`config.mk`:
```
export PLATFORM = sky130hd
export DESIGN_NAME = spi_cmd_link
export DESIGN_NICKNAME = d
export VERILOG_FILES = /design/src/logic/trs_io_pkg.sv /design/src/logic/spi_cmd_link.sv
export SDC_FILE = /design/constraint.sdc
export NUM_CORES = 1
export LEC_CHECK = 0
export BUFFER_PORTS_ARGS = -buffer_cell sky130_fd_sc_hd__buf_4
export CAP_MARGIN = 25
export CORE_MARGIN = 2
export CORE_UTILIZATION = 44
export CTS_CLUSTER_SIZE = 20
export DETAILED_ROUTE_END_ITERATION = 16
export PLACE_DENSITY = 0.77
export REMOVE_ABC_BUFFERS = 1
export SLEW_MARGIN = 10
export SYNTH_ARGS = -nofsm -noshare
export SYNTH_HDL_FRONTEND = slang
export SYNTH_SLANG_ARGS = --single-unit
```
`constraint.sdc`:
```
create_clock -name clk -period 3.2 [get_ports clk]
set_clock_uncertainty 0.1 [all_clocks]
set_input_delay 0.16 -clock clk [delete_from_list [all_inputs] [get_ports clk]]
set_output_delay 0.16 -clock clk [all_outputs]
set_load 0.02 [all_outputs]
```
`src/logic/trs_io_pkg.sv`:
```
package trs_io_pkg;

  // Z80 address bus width
  localparam int bus_addr_w = 16;

  typedef logic [7:0] byte_t;

  // Host command codes
  // Any code not listed here is ignored
  typedef enum logic [7:0] {
    get_cookie          = 8'd0,
    bram_poke           = 8'd1,
    bram_peek           = 8'd2,
    set_breakpoint      = 8'd6,
    clear_breakpoint    = 8'd7,
    enable_breakpoints  = 8'd11,
    disable_breakpoints = 8'd12,
    xray_resume         = 8'd13,
    get_version         = 8'd15
  } cmd_e;

  // Card identity byte
  localparam byte_t cookie = 8'haf;

  // Major in [7:5], minor in [4:0]
  localparam byte_t version_byte = {3'd0, 5'd2};

  // Parameter bytes in arrival order
  // First byte received lands in the top byte
  typedef union packed {
    struct packed {
      byte_t addr_lo;
      byte_t addr_hi;
      byte_t data;
    } ram_view;
    struct packed {
      byte_t slot;
      byte_t addr_lo;
      byte_t addr_hi;
    } bp_view;
  } cmd_params_u;

endpackage

```
`src/logic/spi_cmd_link.sv`:
```
module spi_cmd_link (
  input  logic              clk,
  input  logic              arst_n,
  input  logic              sck,
  input  logic              cs_n,
  input  logic              mosi,
  output logic              miso,
  input  trs_io_pkg::byte_t tx_byte,
  input  logic              tx_load,
  output trs_io_pkg::byte_t rx_byte,
  output logic              rx_valid,
  output logic              frame_start
);

  logic [2:0]        sck_r;
  logic [2:0]        cs_r;
  logic [1:0]        mosi_r;
  logic              sck_rise;
  logic              sck_fall;
  logic              cs_active;
  logic [2:0]        bit_cnt;
  trs_io_pkg::byte_t rx_shift;
  trs_io_pkg::byte_t tx_hold;
  trs_io_pkg::byte_t tx_shift;
  logic              tx_pend;

  // Synchronizers
  // MOSI is two deep so it lines up with sck_r[1]
  always_ff @(posedge clk or negedge arst_n) begin
    if (!arst_n) begin
      sck_r  <= '0;
      cs_r   <= '1;
      mosi_r <= '0;
    end else begin
      sck_r  <= {sck_r[1:0], sck};
      cs_r   <= {cs_r[1:0], cs_n};
      mosi_r <= {mosi_r[0], mosi};
    end
  end

  assign sck_rise    = (sck_r[2:1] == 2'b01);
  assign sck_fall    = (sck_r[2:1] == 2'b10);
  assign cs_active   = ~cs_r[1];
  assign frame_start = (cs_r[2:1] == 2'b10);

  // Bit counter restarts whenever CS is released
  always_ff @(posedge clk or negedge arst_n) begin
    if (!arst_n) begin
      bit_cnt  <= '0;
      rx_valid <= 1'b0;
    end else begin
      rx_valid <= cs_active && sck_rise && (bit_cnt == 3'd7);
      if (!cs_active) begin
        bit_cnt <= '0;
      end else if (sck_rise) begin
        bit_cnt <= bit_cnt + 3'd1;
      end
    end
  end

  // MSB first
  always_ff @(posedge clk) begin
    if (cs_active && sck_rise) begin
      rx_shift <= {rx_shift[6:0], mosi_r[1]};
    end
  end

  assign rx_byte = rx_shift;

  always_ff @(posedge clk) begin
    if (tx_load) begin
      tx_hold <= tx_byte;
    end
  end

  // Reply byte goes out on the falling edge after the load
  always_ff @(posedge clk or negedge arst_n) begin
    if (!arst_n) begin
      tx_pend  <= 1'b0;
      tx_shift <= '0;
    end else if (!cs_active) begin
      tx_pend  <= 1'b0;
      tx_shift <= '0;
    end else begin
      if (sck_fall) begin
        if (tx_pend) begin
          tx_shift <= tx_hold;
          tx_pend  <= 1'b0;
        end else begin
          tx_shift <= {tx_shift[6:0], 1'b0};
        end
      end
      if (tx_load) begin
        tx_pend <= 1'b1;
      end
    end
  end

  assign miso = tx_shift[7];

  a_rx_valid_single : assert property (
    @(posedge clk) disable iff (!arst_n) rx_valid |=> !rx_valid
  );

endmodule

```
==> flow_summary.yaml <==
logic_synthesis:
  synthCells: 72
  synth_area_per_cell_um2: 18.1
  synth_ff_type: "dfrtp_1"
  syn-cell-area_mm2: 0.00130
  synth_edf_count: 16
  async_reset_ff_share_pct: 56.8
  ys_seq_area_share_pct: 77.6
  yosysUniqueCellTypes: 18
  ys_ff_latch: 37
  yosysWarningCount: 0
sta:
  hold_viol_final: 0
  setup_viol_count_final: 0
  min_period_ns: 1.59
  tns_ns: 0
  worst_pin_slew_ns: 0.661
  min_period_over_period_pct: 49.8
  rsz0062_at_grt: "no"
  max_freq_ghz: 0.628
  relSlewSlack_pct: 55.8
  drv_slew: 0
  finalHoldWorstSlack_ns: 0.0208
routing:
  wl_um: 1860
  drt_iter0_drc: 5
  wl_per_cell_um: 12.8
  drc: 0
  drt_pass1_iterations: 3
  vias_per_cell: 4.94
  dr_total_vias: 717
  final_antenna_net_count: 0
global_routing:
  grt_pass1_wl_um: 3280
  antenna_found_initial: 0
  gr-total-overflow: 0
  grt_pass1_vias: 738
  grt_max_degree: 22
  track_usage_pct: 13.3
run:
  drv_cap: 0
layout:
  post-route-util_pct: 60.7
  area_growth_pct: 29.8
  fillers: 203
  layout-drive-gt1-share_pct: 32.5
  diodes: 0
  final_nets: 129
setup_path:
  worstPathBufferInverterCount: 0
  crit_fanout: 9
  cp_cell_sequence: "nand2b_4, nor2_1"
  slowest_stage: "nor2_1"
  critPathKind: "flop to flop"
  worstPathArrival_ns: 1.47
  cp_data_required_time_ns: 3.08
  end_kind: "flop"
  max_stage_delay_ns: 0.52
  crit_family: "simple AND/OR/NAND/NOR gates"
  start_kind: "flop"
cts:
  cts_buffer_depth: 2
  cts_buffers: 5
  post_cts_buffers: 0
  post_cts_resized: 0
  insertion_delay_ns: 0.33
  cts_root_buffer: "clkbuf_4"
  cts_max_level: 2
  cts_tree: "done"
  path_clk_slew_ns: 0.10
  clkSinkCount: 37
placed_design:
  place_congestion: 0.684
  port_buffers: 24
  dp_hpwl_um: 1290
die:
  die_area_mm2: 0.00341
  initial_core_util_pct: 46.8
  rows: 19
  core_area_mm2: 0.00278
  fp.dieH_um: 58.4
  fp.dieW_um: 58.4
  ios: 25
worst_hold_path:
  hp-class: "input pin to flop"
outcome:
  status: "finished, final reports clean"
pwr:
  leakage_nw: 0.740
  power.density_mw_per_mm2: 497
  ir_drop_mv: 0.393
[routing by layer]
layer | GRT usage, % | share of wire (%)
met1 | 16.2 | 43
met2 | 20.5 | 49
met4 | 4.98 | 1.7
met5 | 0 | 0
met3 | 6.15 | 6.7
[cell type report]
cell class              instances  area (um^2)  area share [%]
inverters                       2         7.51           0.444
well taps                      31         38.8            2.30
multi-input cells              31          274            16.2
repair buffers                 36          300            17.8
clock buffers                   8         58.8            3.48
flip-flops and latches         37         1010            59.8
[worst paths after layout]
kind / start / endpoint / cells past startpoint / slack (ns)
hold reg to reg: mosi_r[0] / mosi_r[1] / 0 / 0.26
min in group asynchronous: arst_n / rx_valid / 2 / 0.14
setup / recovery: sck_r[2] / rx_byte[6] / 2 / 1.61
setup reg to reg: sck_r[2] / rx_byte[6] / 2 / 1.61
hold / removal: tx_load / tx_hold[5] / 1 / 0.02
max in group asynchronous: arst_n / cs_r[2] / 2 / 2.59
[flip-flops by register name, indices dropped and copies added, names as in the netlist]
name	cells
rx_valid	1
rx_byte	8
mosi_r	2
bit_cnt	3
tx_shift	8
cs_r	3
tx_hold	8
sck_r	3
tx_pend	1
[cells by family after synthesis]
group	share of synthesized area [%]
DFF	77.6
AOI/OAI and AO/OA	7.31
muxes	6.92
and+or+nand+nor	4.23
buffers and inverters	1.35
adders and majority gates	1.92
xor gates and xnor gates	0.673
[metrics by stage]
stage          std cells  total power [mW]  setup WS [ns]  area, um^2
2_1_floorplan         70             0.568           1.75        1290
3_3_place_gp         125             0.596           1.67        1510
3_5_place_dp         125             0.599           1.59        1510
4_1_cts              145             0.853           1.58        1690
5_1_grt              145             0.884           1.51        1690
6_report             145             0.840           1.61        1690
[cell usage after synthesis (all sizes together), types with 2 or more instances]
master	number	area share [%]
clkbuf	2	0.77
dfrtp	18	35
dfstp	3	6.1
edfxtp	16	37
ha	2	1.9
inv	2	0.58
mux2i	9	6.9
nor2	4	1.2
o2bb2ai	8	5.4
[power by group]
part	internal, mW	switching (mW)
logic	0.0369	0.0280
clock network	0.108	0.133
registers	0.520	0.0146
total	0.665	0.175
[cell usage in the layout (no fill, tap or decap), drive strengths merged]
cell and count:
buf 24, dfrtp 18, edfxtp 16, dlygate4sd3 12, mux2i 9, o2bb2ai 8, clkbuf 8, nor2 4
dfstp 3, ha 2, inv 2, nor2b 1, nand2b 1, and2 1, a21oi 1, nand3 1
nand2 1, a22o 1, xor2 1
[timing repair]
item                                    CTS  global route
endpoints found under the hold margin    32             0
endpoints found under the setup margin    0             0
hold buffers                             12             0
Power figures use the tool's default switching activity.
