[src/logic/trs_io_pkg.sv]
package trs_io_pkg;

  // Z80 address bus width
  localparam int bus_addr_w = 16;

  typedef logic [7:0] byte_t;

  // Host command codes
  // Any code not listed here is ignored
  typedef enum logic [7:0] {
    get_cookie          = 8'd0,
    bram_poke           = 8'd1,
    bram_peek           = 8'd2,
    set_breakpoint      = 8'd6,
    clear_breakpoint    = 8'd7,
    enable_breakpoints  = 8'd11,
    disable_breakpoints = 8'd12,
    xray_resume         = 8'd13,
    get_version         = 8'd15
  } cmd_e;

  // Card identity byte
  localparam byte_t cookie = 8'haf;

  // Major in [7:5], minor in [4:0]
  localparam byte_t version_byte = {3'd0, 5'd2};

  // Parameter bytes in arrival order
  // First byte received lands in the top byte
  typedef union packed {
    struct packed {
      byte_t addr_lo;
      byte_t addr_hi;
      byte_t data;
    } ram_view;
    struct packed {
      byte_t slot;
      byte_t addr_lo;
      byte_t addr_hi;
    } bp_view;
  } cmd_params_u;

endpackage

[src/logic/bus_watch.sv]
module bus_watch #(
  parameter int ram_addr_w      = 15,
  parameter int num_breakpoints = 8
) (
  input  logic                              clk,
  input  logic                              arst_n,
  input  logic [trs_io_pkg::bus_addr_w-1:0] trs_a,
  input  logic                              trs_rd_n,
  input  logic                              trs_wr_n,
  input  trs_io_pkg::cmd_params_u           params,
  input  logic                              bp_set,
  input  logic                              bp_clear,
  input  logic                              bp_enable,
  input  logic                              bp_disable,
  input  logic                              resume,
  output logic                              bus_rd,
  output logic                              bus_wr,
  output logic                              halted
);

  localparam int slot_w = (num_breakpoints > 1) ? $clog2(num_breakpoints) : 1;

  localparam logic [1:0] st_run    = 2'b00;
  localparam logic [1:0] st_stop   = 2'b01;
  localparam logic [1:0] st_resume = 2'b11;

  logic [2:0]                          rd_r;
  logic [2:0]                          wr_r;
  logic                                in_window;
  logic                                chk_rd;
  logic                                chk_wr;
  logic [trs_io_pkg::bus_addr_w-1:0]   bp_addr [num_breakpoints];
  logic [num_breakpoints-1:0]          bp_active;
  logic                                bp_enabled;
  logic                                bp_hit;
  logic                                slot_ok;
  logic [slot_w-1:0]                   slot_idx;
  logic [1:0]                          state;
  logic [trs_io_pkg::bus_addr_w-1:0]   base_addr;
  logic                                base_match;
  logic                                serve;

  // Upper part of the address space covered by the RAM
  assign in_window = &trs_a[trs_io_pkg::bus_addr_w-1:ram_addr_w];

  // Strobe synchronizers, then a registered edge in the window
  always_ff @(posedge clk or negedge arst_n) begin
    if (!arst_n) begin
      rd_r   <= '1;
      wr_r   <= '1;
      chk_rd <= 1'b0;
      chk_wr <= 1'b0;
    end else begin
      rd_r   <= {rd_r[1:0], trs_rd_n};
      wr_r   <= {wr_r[1:0], trs_wr_n};
      chk_rd <= (rd_r[2:1] == 2'b10) && in_window;
      chk_wr <= (wr_r[2:1] == 2'b10) && in_window;
    end
  end

  assign slot_ok  = int'(params.bp_view.slot) < num_breakpoints;
  assign slot_idx = params.bp_view.slot[slot_w-1:0];

  always_ff @(posedge clk) begin
    if (bp_set && slot_ok) begin
      bp_addr[slot_idx] <= {params.bp_view.addr_hi, params.bp_view.addr_lo};
    end
  end

  always_ff @(posedge clk or negedge arst_n) begin
    if (!arst_n) begin
      bp_active  <= '0;
      bp_enabled <= 1'b0;
    end else begin
      if (bp_set && slot_ok) begin
        bp_active[slot_idx] <= 1'b1;
      end
      if (bp_clear && slot_ok) begin
        bp_active[slot_idx] <= 1'b0;
      end
      if (bp_enable) begin
        bp_enabled <= 1'b1;
      end
      if (bp_disable) begin
        bp_enabled <= 1'b0;
      end
    end
  end

  always_comb begin
    bp_hit = 1'b0;
    for (int i = 0; i < num_breakpoints; i++) begin
      if (bp_active[i] && bp_addr[i] == trs_a) begin
        bp_hit = 1'b1;
      end
    end
  end

  assign base_match = (trs_a == base_addr);
  assign serve = ((state == st_run) && !(bp_enabled && bp_hit)) ||
                 ((state == st_resume) && base_match);

  always_ff @(posedge clk) begin
    if ((chk_rd || chk_wr) && state == st_run && bp_enabled && bp_hit) begin
      base_addr <= trs_a;
    end
  end

  // Serve pulses are registered so the state is back in run when they fire
  always_ff @(posedge clk or negedge arst_n) begin
    if (!arst_n) begin
      state  <= st_run;
      bus_rd <= 1'b0;
      bus_wr <= 1'b0;
    end else begin
      bus_rd <= chk_rd && serve;
      bus_wr <= chk_wr && !chk_rd && serve;
      if (resume && state == st_stop) begin
        state <= st_resume;
      end
      if (chk_rd || chk_wr) begin
        if (state == st_run && bp_enabled && bp_hit) begin
          state <= st_stop;
        end else if (state == st_resume && base_match) begin
          state <= st_run;
        end
      end
    end
  end

  assign halted = (state != st_run);

  a_bus_rw_excl : assert property (
    @(posedge clk) disable iff (!arst_n) !(bus_rd && bus_wr)
  );

  a_no_serve_halted : assert property (
    @(posedge clk) disable iff (!arst_n) (bus_rd || bus_wr) |-> !halted
  );

endmodule

[config.mk]
export PLATFORM = sky130hd
export DESIGN_NAME = bus_watch
export DESIGN_NICKNAME = d
export VERILOG_FILES = /design/src/logic/trs_io_pkg.sv /design/src/logic/bus_watch.sv
export SDC_FILE = /design/constraint.sdc
export NUM_CORES = 1
export LEC_CHECK = 0
export BUFFER_PORTS_ARGS = -buffer_cell sky130_fd_sc_hd__buf_2
export CAP_MARGIN = 25
export CORE_MARGIN = 4
export CORE_UTILIZATION = 60
export DETAILED_ROUTE_END_ITERATION = 12
export PLACE_DENSITY = 0.79
export SLEW_MARGIN = 20
export SYNTH_ARGS = -nofsm -noshare
export SYNTH_HDL_FRONTEND = slang
export SYNTH_SLANG_ARGS = --single-unit
[constraint.sdc]
create_clock -name clk -period 2.9 [get_ports clk]
set_input_delay 0.87 -clock clk [delete_from_list [all_inputs] [get_ports clk]]
set_output_delay 0.87 -clock clk [all_outputs]
set_load 0.01 [all_outputs]
==> impl_metrics.ini <==
[clock_tree]
cts_inserted_buffers = 17
clock_path_buffers = 2
cts.clk_slew.worst_paths_ps = 60
cts_root_buffer = sky130_fd_sc_hd__clkbuf_16
postCtsHoldBufs = 0
cts_setup_buffers = 0
number_of_h_tree_branching_levels = 4
resized_after_cts = 0
sinks_on_clock_net = 165
clk_latency_ps = 430
cts_tree = yes

[run]
timing.max_cap.violations = 0

[synthesis]
synth_cell_types = 34
yosys_reg_bits = 165
post_synth_instance_area_um2 = 7220
mappedNetlistNets = 533
ys_seq_area_share_pct = 67.3
synth_area_per_cell_um2 = 14.9
netlist_instances = 484
synth_warnings = 0

[worst_setup_path]
timing.reg2reg.worst_path_depth = 8
crit_chain = buf_2, buf_4, xor2_1, nor4_1, nand4_1, o32ai_1, o41ai_1, nor2_2, buf_12
worstPathRequired_ps = 3090
cpMaxStageDelayCell = sky130_fd_sc_hd__o41ai_1
regToRegEndpoint = base_addr[2]$_DFFE_PP_
worstSetupPathType = input pin to flip-flop
crit_path_max_incr_delay_ps = 760
crit_family = compound AO/OA/AOI/OAI gates
path_buf_inv = 3
rrSetupSlack_ps = 500
setup_crit_start_kind = input pin
regToRegStartpoint = bp_addr[3][4]$_DFFE_PP_
largest_fanout_on_the_critical_path = 16
cp.arrival_ps = 2990
worstSetupEndpointType = flip-flop

[place]
detailedPlacementHpwl_um = 13900
placement.cell_area_um2 = 8240
gp_congestion = 0.890
io_buffer_count = 51

[global_routing]
via_count_of_the_first_global_routing_pass = 4796
grt_overflow = 0
grtUsageTotal_pct = 27.2
antenna_violations_before_repair = 0
global_route_wire_length_before_repair_um = 27600
largest_net_degree_at_the_start_of_global_routing = 22

[drt]
detail_route.first_pass.iterations = 5
ant_nets = 0
wire_per_inst_um = 23.2
number_of_drc_markers_after_the_initial_detailed_route_iteration = 435
drc = 0
number_of_vias_per_cell_after_detailed_routing = 5.90
routed-via-count = 4560
wirelength_um = 17900

[cells_and_area]
post_layout_inst_area_um2 = 8870
antennaDiodeCount = 0
mostFrequentLayoutCells = 144 x sky130_fd_sc_hd__edfxtp_1, 132 x sky130_fd_sc_hd__xor2_1, 70 x sky130_fd_sc_hd__buf_4, 51 x sky130_fd_sc_hd__buf_2, 45 x sky130_fd_sc_hd__nor4_1
layout.area.seq_um2 = 4860
drive_above_1_share_pct = 27.8
fin_util_pct = 76.4
area_growth_syn_to_layout_pct = 22.8
multiInputGateArea_um2 = 2220
final.fill_count = 726
layout.cells.most_common = sky130_fd_sc_hd__edfxtp_1
layout.nets = 666

[power]
leakagePower_nw = 3.24
pwr_density_cell_nw_per_um2 = 607
max-vdd-ir-drop_mv = 0.474

[floorplan]
floorplan.core_area_um2 = 11600
dieWidth_um = 118
die_h_um = 118
initial_core_utilization_pct = 62.2
floorplan.io_pins = 52
floorplan.rows = 39
die-area_um2 = 13900

[timing]
setup_viol_count_final = 0
final_hold_viol_count = 0
post-route-period-util_pct = 96.3
final.setup_skew_ps = 6.51
slew_headroom_pct = 47.7
tightestPinTransition_ps = 774
clock.fmax_mhz = 358
final_period_minus_worst_setup_slack_ps = 2790
unrepaired_setup_endpoints_after_global_routing = no
number_of_slew_limit_violations_in_the_final_report = 0

[hold_path]
worstHoldStart = wr_r[0]$_DFF_PN1_
min_to = wr_r[1]$_DFF_PN1_
min_delay_path_class = flip-flop to flip-flop
hold_depth = 0

[outcome]
result_of_the_run = complete, no violations
## cell families (layout without fill, tap and decap cells)
logic type                count (synthesis)  count (layout)  share of synthesized area, %
DFF                                     165             165                          67.3
AOI/OAI and AO/OA                        25              25                          2.56
buffers and inverters                    21             167                          2.11
xor gates and xnor gates                144             144                          17.5
and+or+nand+nor                         129             129                          10.6
## report_power, final
part           switching, W  total [W]  internal, W
clock network      0.000932    0.00238      0.00145
logic              0.000223   0.000377     0.000154
registers         0.0000145    0.00262      0.00260
## metal layers
| layer | vias to the layer above | wire (um) | track usage (%) |
|---|---|---|---|
| met5 | - | 0 | 0 |
| met4 | 0 | 630 | 12.2 |
| met3 | 40 | 931 | 4.95 |
| met2 | 166 | 9280 | 46.4 |
| met1 | 2267 | 7080 | 34.1 |
| li1 | 2087 | - | - |
## Yosys cell counts
| library cell | count | area, um^2 |
|---|---|---|
| sky130_fd_sc_hd__a21bo_2 | 1 | 10.0 |
| sky130_fd_sc_hd__a21oi_1 | 5 | 25.0 |
| sky130_fd_sc_hd__and2b_2 | 1 | 8.76 |
| sky130_fd_sc_hd__and3b_1 | 2 | 17.5 |
| sky130_fd_sc_hd__buf_2 | 2 | 10.0 |
| sky130_fd_sc_hd__buf_4 | 9 | 67.6 |
| sky130_fd_sc_hd__buf_6 | 5 | 56.3 |
| sky130_fd_sc_hd__dfrtp_1 | 15 | 375 |
| sky130_fd_sc_hd__dfstp_2 | 6 | 158 |
| sky130_fd_sc_hd__edfxtp_1 | 144 | 4320 |
| sky130_fd_sc_hd__inv_1 | 5 | 18.8 |
| sky130_fd_sc_hd__nand2_1 | 3 | 11.3 |
| sky130_fd_sc_hd__nand2b_1 | 6 | 37.5 |
| sky130_fd_sc_hd__nand3_1 | 9 | 45.0 |
| sky130_fd_sc_hd__nand3_2 | 2 | 20.0 |
| sky130_fd_sc_hd__nand3b_1 | 5 | 37.5 |
| sky130_fd_sc_hd__nand4_1 | 11 | 68.8 |
| sky130_fd_sc_hd__nor2_1 | 14 | 52.6 |
| sky130_fd_sc_hd__nor2b_1 | 1 | 6.26 |
| sky130_fd_sc_hd__nor3_1 | 18 | 90.1 |
| sky130_fd_sc_hd__nor4_1 | 45 | 282 |
| sky130_fd_sc_hd__nor4_2 | 1 | 12.5 |
| sky130_fd_sc_hd__o21ai_0 | 2 | 10.0 |
| sky130_fd_sc_hd__o21ai_1 | 1 | 5.00 |
| sky130_fd_sc_hd__o22a_1 | 3 | 26.3 |
| sky130_fd_sc_hd__o22ai_1 | 4 | 25.0 |
| sky130_fd_sc_hd__o32a_1 | 4 | 40.0 |
| sky130_fd_sc_hd__o32ai_1 | 4 | 35.0 |
| sky130_fd_sc_hd__o41ai_1 | 1 | 8.76 |
| sky130_fd_sc_hd__or2_2 | 1 | 6.26 |
| sky130_fd_sc_hd__or3_1 | 4 | 25.0 |
| sky130_fd_sc_hd__or4_1 | 6 | 45.0 |
| sky130_fd_sc_hd__xnor2_1 | 12 | 105 |
| sky130_fd_sc_hd__xor2_1 | 132 | 1160 |
## worst max path at each step
stage               startpoint                       to  slack [ps]  depth (start not counted)
floorplan           params[22]  bp_addr[3][0]$_DFFE_PP_           9                          4
global placement      trs_a[5]   base_addr[9]$_DFFE_PP_        -240                          9
detailed placement    trs_a[5]   base_addr[9]$_DFFE_PP_        -250                          9
CTS                   trs_a[5]   base_addr[2]$_DFFE_PP_         170                          9
global route         trs_a[13]   base_addr[2]$_DFFE_PP_          50                          9
finish                trs_a[5]   base_addr[2]$_DFFE_PP_         110                          9
## metrics by stage
stage	hold slack [ps]	power, W	std cells	TNS (ps)	setup slack (ps)
2_1_floorplan	345	0.00284	484	0	8.94
3_3_place_gp	346	0.00304	741	-3850	-242
3_5_place_dp	349	0.00305	741	-3990	-250
4_1_cts	359	0.00540	773	0	174
5_1_grt	363	0.00554	773	0	52.4
6_report	358	0.00538	773	0	106
## flip-flops by register name, indices dropped and copies added (netlist names), named ones only
signal / count
bp_active: 7
state: 2
bus_wr: 1
rd_r: 3
bus_rd: 1
chk_rd: 1
bp_enabled: 1
bp_addr: 128
wr_r: 3
chk_wr: 1
base_addr: 16
## cell type report
cell class                      instances  share of cell area, %
Sequential cell                       165                   54.8
Clock buffer                           18                   4.84
Tap cell                              143                   2.02
Multi-Input combinational cell        298                   25.1
Timing Repair Buffer                  130                   10.8
Inverter                                5                  0.212
Clock inverter                         14                   2.26
## worst register-to-register path: cells and delay by family (launching register included)
| family | cells | cell delay, ps |
|---|---|---|
| AO/OA/AOI/OAI | 2 | 490 |
| XOR/XNOR | 1 | 190 |
| buffers and inverters | 2 | 350 |
| flip-flops | 1 | 380 |
| AND/OR/NAND/NOR | 3 | 710 |
Power figures use the tool's default switching activity.
